===== src/include/cpu_settings.svh =====
`ifndef CPU_SETTINGS_SVH
`define CPU_SETTINGS_SVH

// Datapath and address widths
`define CPU_DATA_W    32
`define CPU_ADDR_W    32

// Register index, 32 architectural registers
`define CPU_REG_W     5

// Cycles from MUL issue to writeback
`define CPU_MUL_DEPTH 3

// First fetch address
`define CPU_RESET_PC  32'h0000_0000

`endif


===== src/verilog/cpu_pkg.sv =====
`include "cpu_settings.svh"

package cpu_pkg;

  typedef logic [`CPU_DATA_W-1:0] data_t;
  typedef logic [`CPU_ADDR_W-1:0] addr_t;
  typedef logic [`CPU_REG_W-1:0]  reg_idx_t;
  typedef logic [31:0]            instr_t;

  // Major opcodes of the supported subset
  typedef enum logic [6:0] {
    OP     = 7'b0110011,
    OP_IMM = 7'b0010011
  } opcode_e;

  typedef enum logic [2:0] {
    ADD,
    SUB,
    AND,
    OR,
    XOR,
    SLL,
    SRL
  } alu_op_e;

  typedef struct packed {
    logic     valid;
    alu_op_e  op;
    data_t    a;
    data_t    b;
    reg_idx_t rd;
  } alu_req_t;

  typedef struct packed {
    logic     valid;
    data_t    a;
    data_t    b;
    reg_idx_t rd;
  } mul_req_t;

  typedef struct packed {
    logic     valid;
    reg_idx_t rd;
    data_t    data;
  } lane_res_t;

  typedef struct packed {
    logic     en;
    reg_idx_t idx;
    data_t    data;
  } reg_wr_t;

endpackage


===== src/verilog/fetch_stage.sv =====
`timescale 1ns/1ps

`include "cpu_settings.svh"

module fetch_stage (
  input  logic            clk_i,
  input  logic            rst_i,
  input  logic            stall_i,
  input  logic            instr_valid_i,
  input  cpu_pkg::instr_t instr_i,
  output logic            rd_req_valid_o,
  output cpu_pkg::addr_t  req_address_o,
  output logic            dec_valid_o,
  output cpu_pkg::instr_t dec_instr_o
);

  import cpu_pkg::*;

  logic   run_q;
  addr_t  pc_q;
  logic   dec_valid_q;
  instr_t dec_instr_q;
  logic   hold_valid_q;
  instr_t hold_instr_q;
  logic   advance;
  logic   to_hold;

  // Decode word is free or gets consumed this cycle
  assign advance = !dec_valid_q || !stall_i;

  // Response arrives while decode is blocked
  assign to_hold = instr_valid_i && !advance;

  // One response can still be in flight, so leave room for it
  assign rd_req_valid_o = run_q && !hold_valid_q && !to_hold;
  assign req_address_o  = pc_q;
  assign dec_valid_o    = dec_valid_q;
  assign dec_instr_o    = dec_instr_q;

  always_ff @(posedge clk_i) begin
    if (!rst_i) begin
      run_q        <= 1'b0;
      pc_q         <= `CPU_RESET_PC;
      dec_valid_q  <= 1'b0;
      hold_valid_q <= 1'b0;
    end else begin
      run_q <= 1'b1;
      if (rd_req_valid_o) begin
        pc_q <= pc_q + addr_t'(4);
      end
      if (advance) begin
        // Holding register is older than any new response
        dec_valid_q  <= hold_valid_q || instr_valid_i;
        hold_valid_q <= 1'b0;
      end else if (instr_valid_i) begin
        hold_valid_q <= 1'b1;
      end
    end
  end

  always_ff @(posedge clk_i) begin
    if (advance) begin
      dec_instr_q <= hold_valid_q ? hold_instr_q : instr_i;
    end
    if (to_hold) begin
      hold_instr_q <= instr_i;
    end
  end

endmodule


===== src/verilog/decode_stage.sv =====
`timescale 1ns/1ps

module decode_stage (
  input  logic               clk_i,
  input  logic               rst_i,
  input  logic               valid_i,
  input  cpu_pkg::instr_t    instr_i,
  input  cpu_pkg::data_t     rs1_data_i,
  input  cpu_pkg::data_t     rs2_data_i,
  input  cpu_pkg::lane_res_t mul_s1_i,
  input  cpu_pkg::lane_res_t mul_s2_i,
  output cpu_pkg::reg_idx_t  rs1_o,
  output cpu_pkg::reg_idx_t  rs2_o,
  output logic               stall_o,
  output cpu_pkg::alu_req_t  alu_req_o,
  output cpu_pkg::mul_req_t  mul_req_o
);

  import cpu_pkg::*;

  localparam logic [6:0] F7_BASE = 7'b0000000;
  localparam logic [6:0] F7_ALT  = 7'b0100000;
  localparam logic [6:0] F7_MUL  = 7'b0000001;

  logic [6:0] opcode;
  logic [6:0] funct7;
  logic [2:0] funct3;
  reg_idx_t   rd;
  data_t      imm;
  alu_op_e    op;
  logic       is_alu;
  logic       is_mul;
  logic       uses_rs2;
  logic       raw_rs1;
  logic       raw_rs2;
  logic       issue;

  function automatic logic mul_hit(lane_res_t stage, reg_idx_t src);
    return stage.valid && (stage.rd == src) && (src != '0);
  endfunction

  assign opcode = instr_i[6:0];
  assign rd     = instr_i[11:7];
  assign funct3 = instr_i[14:12];
  assign rs1_o  = instr_i[19:15];
  assign rs2_o  = instr_i[24:20];
  assign funct7 = instr_i[31:25];
  assign imm    = data_t'($signed(instr_i[31:20]));

  // Lane steering, anything unmatched retires as a no-op
  always_comb begin
    is_alu = 1'b0;
    is_mul = 1'b0;
    op     = ADD;
    if (opcode == OP_IMM) begin
      is_alu = (funct3 == 3'b000);
    end else if (opcode == OP) begin
      if (funct7 == F7_MUL) begin
        is_mul = (funct3 == 3'b000);
      end else if (funct7 == F7_ALT) begin
        is_alu = (funct3 == 3'b000);
        op     = SUB;
      end else if (funct7 == F7_BASE) begin
        is_alu = 1'b1;
        case (funct3)
          3'b000:  op = ADD;
          3'b001:  op = SLL;
          3'b100:  op = XOR;
          3'b101:  op = SRL;
          3'b110:  op = OR;
          3'b111:  op = AND;
          default: is_alu = 1'b0;
        endcase
      end
    end
  end

  assign uses_rs2 = (opcode == OP);

  // Stage 3 and ALU results reach us through the register file bypass
  assign raw_rs1 = mul_hit(mul_s1_i, rs1_o) || mul_hit(mul_s2_i, rs1_o);
  assign raw_rs2 = uses_rs2 && (mul_hit(mul_s1_i, rs2_o) || mul_hit(mul_s2_i, rs2_o));

  // ALU issue next to MUL stage 2 would collide in writeback
  assign stall_o = valid_i && (is_alu || is_mul) &&
                   (raw_rs1 || raw_rs2 || (is_alu && mul_s2_i.valid));

  assign issue = valid_i && !stall_o;

  always_comb begin
    alu_req_o.valid = issue && is_alu;
    alu_req_o.op    = op;
    alu_req_o.a     = rs1_data_i;
    alu_req_o.b     = (opcode == OP_IMM) ? imm : rs2_data_i;
    alu_req_o.rd    = rd;

    mul_req_o.valid = issue && is_mul;
    mul_req_o.a     = rs1_data_i;
    mul_req_o.b     = rs2_data_i;
    mul_req_o.rd    = rd;
  end

endmodule


===== src/verilog/rbank.sv =====
`timescale 1ns/1ps

module rbank (
  input  logic              clk_i,
  input  logic              rst_i,
  input  cpu_pkg::reg_wr_t  wr_i,
  input  cpu_pkg::reg_idx_t rd_a_i,
  input  cpu_pkg::reg_idx_t rd_b_i,
  input  cpu_pkg::reg_idx_t dbg_idx_i,
  output cpu_pkg::data_t    rd_a_data_o,
  output cpu_pkg::data_t    rd_b_data_o,
  output cpu_pkg::data_t    dbg_data_o
);

  import cpu_pkg::*;

  localparam int NREGS = 2 ** $bits(reg_idx_t);

  data_t regs_q [NREGS];

  // Same-cycle write is returned to the reader
  function automatic data_t read_port(reg_idx_t idx);
    if (idx == '0) begin
      return '0;
    end
    if (wr_i.en && (wr_i.idx == idx)) begin
      return wr_i.data;
    end
    return regs_q[idx];
  endfunction

  always_comb begin
    rd_a_data_o = read_port(rd_a_i);
    rd_b_data_o = read_port(rd_b_i);
  end

  assign dbg_data_o = regs_q[dbg_idx_i];

  // x0 is never written
  always_ff @(posedge clk_i) begin
    if (!rst_i) begin
      for (int i = 0; i < NREGS; i++) begin
        regs_q[i] <= '0;
      end
    end else if (wr_i.en && (wr_i.idx != '0)) begin
      regs_q[wr_i.idx] <= wr_i.data;
    end
  end

endmodule


===== src/verilog/alu_stage.sv =====
`timescale 1ns/1ps

`include "cpu_settings.svh"

module alu_stage (
  input  logic               clk_i,
  input  logic               rst_i,
  input  cpu_pkg::alu_req_t  req_i,
  output cpu_pkg::lane_res_t res_o
);

  import cpu_pkg::*;

  localparam int SHAMT_W = $clog2(`CPU_DATA_W);

  logic [SHAMT_W-1:0] shamt;
  data_t              result;
  logic               res_valid_q;
  reg_idx_t           res_rd_q;
  data_t              res_data_q;

  assign shamt = req_i.b[SHAMT_W-1:0];

  always_comb begin
    case (req_i.op)
      ADD:     result = req_i.a + req_i.b;
      SUB:     result = req_i.a - req_i.b;
      AND:     result = req_i.a & req_i.b;
      OR:      result = req_i.a | req_i.b;
      XOR:     result = req_i.a ^ req_i.b;
      SLL:     result = req_i.a << shamt;
      SRL:     result = req_i.a >> shamt;
      default: result = '0;
    endcase
  end

  always_ff @(posedge clk_i) begin
    if (!rst_i) begin
      res_valid_q <= 1'b0;
    end else begin
      res_valid_q <= req_i.valid;
    end
  end

  always_ff @(posedge clk_i) begin
    res_rd_q   <= req_i.rd;
    res_data_q <= result;
  end

  always_comb begin
    res_o.valid = res_valid_q;
    res_o.rd    = res_rd_q;
    res_o.data  = res_data_q;
  end

endmodule


===== src/verilog/mul_stages.sv =====
`timescale 1ns/1ps

`include "cpu_settings.svh"

module mul_stages (
  input  logic               clk_i,
  input  logic               rst_i,
  input  cpu_pkg::mul_req_t  req_i,
  output cpu_pkg::lane_res_t s1_o,
  output cpu_pkg::lane_res_t s2_o,
  output cpu_pkg::lane_res_t res_o
);

  import cpu_pkg::*;

  localparam int HALF_W = `CPU_DATA_W / 2;
  localparam int DEPTH  = `CPU_MUL_DEPTH;

  // Destination tags travel beside the data
  logic [DEPTH-1:0]  vld_q;
  reg_idx_t          rd_q [DEPTH];

  logic [HALF_W-1:0] a_lo_q;
  logic [HALF_W-1:0] a_hi_q;
  logic [HALF_W-1:0] b_lo_q;
  logic [HALF_W-1:0] b_hi_q;
  data_t             ll_q;
  logic [HALF_W-1:0] lh_q;
  logic [HALF_W-1:0] hl_q;
  data_t             prod_q;

  always_ff @(posedge clk_i) begin
    if (!rst_i) begin
      vld_q <= '0;
    end else begin
      vld_q <= {vld_q[DEPTH-2:0], req_i.valid};
    end
  end

  always_ff @(posedge clk_i) begin
    rd_q[0] <= req_i.rd;
    for (int i = 1; i < DEPTH; i++) begin
      rd_q[i] <= rd_q[i-1];
    end

    a_lo_q <= req_i.a[HALF_W-1:0];
    a_hi_q <= req_i.a[`CPU_DATA_W-1:HALF_W];
    b_lo_q <= req_i.b[HALF_W-1:0];
    b_hi_q <= req_i.b[`CPU_DATA_W-1:HALF_W];

    // Only the low half of the cross terms reaches the low word
    ll_q <= data_t'(a_lo_q) * data_t'(b_lo_q);
    lh_q <= a_lo_q * b_hi_q;
    hl_q <= a_hi_q * b_lo_q;

    prod_q <= ll_q + {lh_q + hl_q, {HALF_W{1'b0}}};
  end

  always_comb begin
    s1_o       = '0;
    s1_o.valid = vld_q[0];
    s1_o.rd    = rd_q[0];

    s2_o       = '0;
    s2_o.valid = vld_q[1];
    s2_o.rd    = rd_q[1];

    res_o.valid = vld_q[DEPTH-1];
    res_o.rd    = rd_q[DEPTH-1];
    res_o.data  = prod_q;
  end

endmodule


===== src/verilog/wb_stage.sv =====
`timescale 1ns/1ps

module wb_stage (
  input  logic               clk_i,
  input  logic               rst_i,
  input  cpu_pkg::lane_res_t alu_res_i,
  input  cpu_pkg::lane_res_t mul_res_i,
  output cpu_pkg::reg_wr_t   wr_o
);

  import cpu_pkg::*;

  lane_res_t sel;

  // Decode never lets both lanes finish in the same cycle
  assign sel = mul_res_i.valid ? mul_res_i : alu_res_i;

  always_comb begin
    wr_o.en   = sel.valid && (sel.rd != '0);
    wr_o.idx  = sel.rd;
    wr_o.data = sel.data;
  end

endmodule


===== src/verilog/cpu.sv =====
`timescale 1ns/1ps

module cpu (
  input  logic              clk_i,
  input  logic              rst_i,
  input  logic              mem_data_valid_i,
  input  cpu_pkg::instr_t   mem_data_i,
  output logic              rd_req_valid_o,
  output cpu_pkg::addr_t    req_address_o,
  input  cpu_pkg::reg_idx_t dbg_idx_i,
  output cpu_pkg::data_t    dbg_data_o,
  output logic              commit_valid_o,
  output cpu_pkg::reg_idx_t commit_rd_o,
  output cpu_pkg::data_t    commit_data_o
);

  import cpu_pkg::*;

  // Fetch to decode
  logic      dec_valid;
  instr_t    dec_instr;
  logic      dec_stall;

  // Register file reads
  reg_idx_t  rs1;
  reg_idx_t  rs2;
  data_t     rs1_data;
  data_t     rs2_data;

  // Lanes
  alu_req_t  alu_req;
  mul_req_t  mul_req;
  lane_res_t alu_res;
  lane_res_t mul_s1;
  lane_res_t mul_s2;
  lane_res_t mul_res;

  reg_wr_t   wb_wr;

  fetch_stage fetch_stage (
    .clk_i          (clk_i),
    .rst_i          (rst_i),
    .stall_i        (dec_stall),
    .instr_valid_i  (mem_data_valid_i),
    .instr_i        (mem_data_i),
    .rd_req_valid_o (rd_req_valid_o),
    .req_address_o  (req_address_o),
    .dec_valid_o    (dec_valid),
    .dec_instr_o    (dec_instr)
  );

  decode_stage decode_stage (
    .clk_i      (clk_i),
    .rst_i      (rst_i),
    .valid_i    (dec_valid),
    .instr_i    (dec_instr),
    .rs1_data_i (rs1_data),
    .rs2_data_i (rs2_data),
    .mul_s1_i   (mul_s1),
    .mul_s2_i   (mul_s2),
    .rs1_o      (rs1),
    .rs2_o      (rs2),
    .stall_o    (dec_stall),
    .alu_req_o  (alu_req),
    .mul_req_o  (mul_req)
  );

  rbank rbank (
    .clk_i       (clk_i),
    .rst_i       (rst_i),
    .wr_i        (wb_wr),
    .rd_a_i      (rs1),
    .rd_b_i      (rs2),
    .dbg_idx_i   (dbg_idx_i),
    .rd_a_data_o (rs1_data),
    .rd_b_data_o (rs2_data),
    .dbg_data_o  (dbg_data_o)
  );

  alu_stage alu_stage (
    .clk_i (clk_i),
    .rst_i (rst_i),
    .req_i (alu_req),
    .res_o (alu_res)
  );

  mul_stages mul_stages (
    .clk_i (clk_i),
    .rst_i (rst_i),
    .req_i (mul_req),
    .s1_o  (mul_s1),
    .s2_o  (mul_s2),
    .res_o (mul_res)
  );

  wb_stage wb_stage (
    .clk_i     (clk_i),
    .rst_i     (rst_i),
    .alu_res_i (alu_res),
    .mul_res_i (mul_res),
    .wr_o      (wb_wr)
  );

  // Commit port mirrors the register write
  assign commit_valid_o = wb_wr.en;
  assign commit_rd_o    = wb_wr.idx;
  assign commit_data_o  = wb_wr.data;

endmodule


===== config.mk =====
export PLATFORM = sky130hd
export DESIGN_NAME = cpu
export DESIGN_NICKNAME = d
export VERILOG_FILES = /design/src/verilog/cpu_pkg.sv /design/src/verilog/fetch_stage.sv /design/src/verilog/decode_stage.sv /design/src/verilog/rbank.sv /design/src/verilog/alu_stage.sv /design/src/verilog/mul_stages.sv /design/src/verilog/wb_stage.sv /design/src/verilog/cpu.sv
export VERILOG_INCLUDE_DIRS = /design/src /design/src/include
export SDC_FILE = /design/constraint.sdc
export NUM_CORES = 2
export LEC_CHECK = 0
export BUFFER_PORTS_ARGS = -buffer_cell sky130_fd_sc_hd__clkbuf_2
export CAP_MARGIN = 15
export CORE_UTILIZATION = 48
export DETAILED_ROUTE_END_ITERATION = 8
export HOLD_SLACK_MARGIN = 0.15
export PLACE_DENSITY_LB_ADDON = 0.1
export SYNTH_ARGS = -nofsm -noshare
export SYNTH_HDL_FRONTEND = slang
export SYNTH_SLANG_ARGS = --single-unit

===== constraint.sdc =====
create_clock -name clk_i -period 18.06 [get_ports clk_i]
set_clock_uncertainty 0.05 [all_clocks]
set_input_delay 1.806 -clock clk_i [delete_from_list [all_inputs] [get_ports clk_i]]
set_output_delay 1.806 -clock clk_i [all_outputs]
set_load 0.03 [all_outputs]

==> impl_results.md <==
* Area of the die at 199000 µm²
* Area of the multi-input gates at 53100 µm²
* Worst slew pin tran at 1310 ps
* Design Power at 12.7 mW
* Post-synth top area cell: edfxtp_1
* FF/Latch Area at 37800 µm²
* 1st-pass router iterations at 8
* Clk pwr share at 0.246
* Net Sw Power at 5.24 mW
* CORE AREA at 196000 µm²
* Static Leakage at 41.5 nW
* Worst hold start: mul_stages.ll_q[0]$_DFF_P_
* Final WL at 384000 µm
* Seq pwr share at 0.307
* Final hold viol count at 0
* Wire per inst at 35.4 µm
* Hold path cells at 0
* Fin area at 104000 µm²
* Hold crit path type: reg2reg
* Ports at 143
* GPL Wtd Cong at 0.972
* IO Port Bufs at 140
* CTS hold repair buffers at 0
* Ys flop type: edfxtp_1
* CTS root buf: clkbuf_16
* Reg2Reg Setup Slack at 7960 ps
* Post-synthesis sequential area ratio at 0.398
* GRT Util Overall at 0.383
* Worst Setup Path Type: reg2reg
* Setup WS pre-CTS at 8260 ps
* CP Launch Type: register
* Post-synth top area share at 0.344
* Setup_tns at 0 ps
* Slew headroom at 0.122
* Grt total ovfl at 0
* Final period utilization at 0.559
* EDFF count, synth at 1088
* Synthesized instance count at 8146
* Area after DPL at 99300 µm²
* Avg Inst Size Synth at 11.6 µm²
* Hold endpoint: mul_stages.prod_q[0]$_DFF_P_
* Peak supply drop at 0.118 mV
* Power Dens Cells at 122 nW/µm²
* Clk slew on worst S/H paths at 60 ps
* FF+latch count, synth at 1342
* H-tree depth at 4
* Cts bufs inserted at 152
* Max Clock Freq at 0.0990 GHz
* Synth top area cells: edfxtp_1, mux4_2, fa_1
* Commonest non-fill, non-tap cell in the layout: nor2_1
* Via count at 72800
* Worst reg2reg path depth at 23
* Die width at 447 µm
* Max_cap viols at 0
* Worst EP required at 18670 ps
* Initial antenna violation count at 16
* Fin. max-slew vios at 0
* DR iter-0 viols at 10600
* RSZ-0062 raised after global routing: no
* Remaining DRCs at 0
* Synth unique cells at 89
* Clock buffer depth at 3
* # clock sinks at 1342
* Synthesis-to-layout area growth at 9.95%
* Logic pwr share at 0.447
* Commonest cells after routing, fill and taps aside: nor2_1, edfxtp_1, mux4_2
* Post-synthesis async set-or-reset flop share at 0
* Clock latency on the worst-skew pair at 840 ps
* Cell Area, Synth at 94900 µm²
* Row count at 162
* Die Span Y at 447 µm
* First-pass GRT wire length at 534000 µm
* Initial Utilization at 0.485
* Layout cells sized above 1 at 0.206
* # Post-CTS Setup Buffers at 0
* Hpwl dp at 250000 µm
* # fillers at 17000
* Final setup fails at 0
* Status: complete, no violations
* Worst EP arrival at 10700 ps
* Largest net degree at the start of global routing at 112
* Number of global-route vias before repair at 71400
* Vias per cell at 6.72
* Switching share of total power at 0.412
* TritonCTS clock tree: built
* NumNets Final at 8819
* Critical R2R Capture: alu_stage.res_data_q[30]$_DFF_P_
* Post-cts resize count at 0
* Period minus WS final at 10100 ps
* Synthesis warning total at 0
* Final ANT Viol Nets at 0
* Final WS setup at 7960 ps
* CP endpoint kind: register
* Cell-internal power at 7.48 mW
* Worst-path maximum fanout at 111
-- kinds of logic (layout without fill, tap and decap cells) --
kind of cell             count (synthesis)  in the layout  synth area share
AND/OR/NAND/NOR                       2467           2467             0.114
flip-flops                            1342           1342             0.398
multiplexers                          1301           1301             0.236
buffers and inverters                 1272           1302            0.0514
AO/OA/AOI/OAI                          838            838            0.0603
adder cells (fa/ha/maj)                687            687             0.119
XOR/XNOR                               238            238            0.0221
other                                    1             42         0.0000395
-- flip-flops by register name, summed over array words and instances (netlist names), named ones only --
name and cells:
rbank.regs_q 1024, alu_stage.res_data_q 32, fetch_stage.dec_instr_o 32, fetch_stage.hold_instr_q 32
mul_stages.ll_q 32, mul_stages.prod_q 32, fetch_stage.req_address_o 30, mul_stages.a_hi_q 16
mul_stages.a_lo_q 16, mul_stages.b_hi_q 16, mul_stages.b_lo_q 16, mul_stages.hl_q 16
mul_stages.lh_q 16, mul_stages.rd_q 11, alu_stage.res_rd_q 4, mul_stages.vld_q 3
alu_stage.res_valid_q 1, fetch_stage.dec_valid_o 1, fetch_stage.hold_valid_q 1, fetch_stage.run_q 1
-- power groups by stage --
stage	logic, mW	clock network, mW	registers (mW)
after global routing	6.17	3.25	3.92
final	5.69	3.13	3.90
after detailed placement	5.60	0	3.96
after CTS	5.66	3.14	3.90
after floorplan	3.76	0	3.78
after global placement	5.56	0	3.96
-- routing by layer --
metal / part of all wire / GRT usage
met2: 0.45 / 0.589
met3: 0.12 / 0.112
met4: 0.073 / 0.235
met1: 0.35 / 0.475
met5: 0.00032 / 0
-- through the flow --
| stage | cells | hold WS [ps] | utilization |
|---|---|---|---|
| 6_report | 10800 | 277 | 0.533 |
| 3_3_place_gp | 10600 | 261 | 0.508 |
| 2_1_floorplan | 8179 | 260 | - |
| 3_5_place_dp | 10600 | 264 | 0.508 |
| 4_1_cts | 10800 | 279 | 0.533 |
| 5_1_grt | 10800 | 281 | 0.533 |
-- cell type report --
type	instances	area share
Antenna cell	8	0.000192
Multi-Input combinational cell	5565	0.509
Clock buffer	194	0.0389
Timing Repair Buffer	413	0.0278
Tap cell	2624	0.0315
Sequential cell	1342	0.362
Inverter	618	0.0222
Clock inverter	77	0.00784
-- how the worst max path moves through the flow --
stage                         from                          endpoint  slack, ps  cells after the start
after floorplan           register  alu_stage.res_data_q[31]$_DFF_P_      10600                     30
after global placement    register  alu_stage.res_data_q[30]$_DFF_P_       8340                     25
after detailed placement  register  alu_stage.res_data_q[30]$_DFF_P_       8260                     25
after CTS                 register  alu_stage.res_data_q[30]$_DFF_P_       8200                     25
after global routing      register  alu_stage.res_data_q[30]$_DFF_P_       7610                     23
final                     register  alu_stage.res_data_q[30]$_DFF_P_       7960                     23
-- Yosys cell counts, types with 27 or more instances --
library cell / instances
a21oi_1: 151
o211ai_1: 43
ha_1: 330
a21o_1: 36
dfxtp_1: 254
o22ai_1: 62
o21ai_0: 112
xnor2_1: 176
clkbuf_1: 503
edfxtp_1: 1088
nor2_1: 1218
nand2_1: 570
nand2b_1: 27
o31ai_1: 30
nor2b_1: 37
inv_1: 611
buf_1: 89
xor2_1: 61
and3_1: 31
a22oi_1: 128
and2_1: 271
nand3_1: 102
buf_2: 55
mux4_2: 728
mux2_2: 167
nor3_1: 107
a211oi_1: 70
fa_1: 357
a221oi_1: 30
mux2i_1: 403
-- worst max-delay path, stage by stage (launching register included) --
cell and delay, ps:
dfxtp_4 910, buf_4 940, buf_12 520, buf_4 700
mux4_2 590, mux2_2 280, a22oi_1 830, o211ai_1 640
o211ai_1 410, o211a_1 240, nor2_1 60, xnor2_1 180
ha_1 350, and3_1 270, nand3_1 120, a2111oi_0 340
buf_4 200, nor3_1 60, o41ai_1 750, a21oi_1 250
o21ai_0 270, xor2_1 100, a221oi_1 290, nand2_1 90
Power figures use the tool's default switching activity.
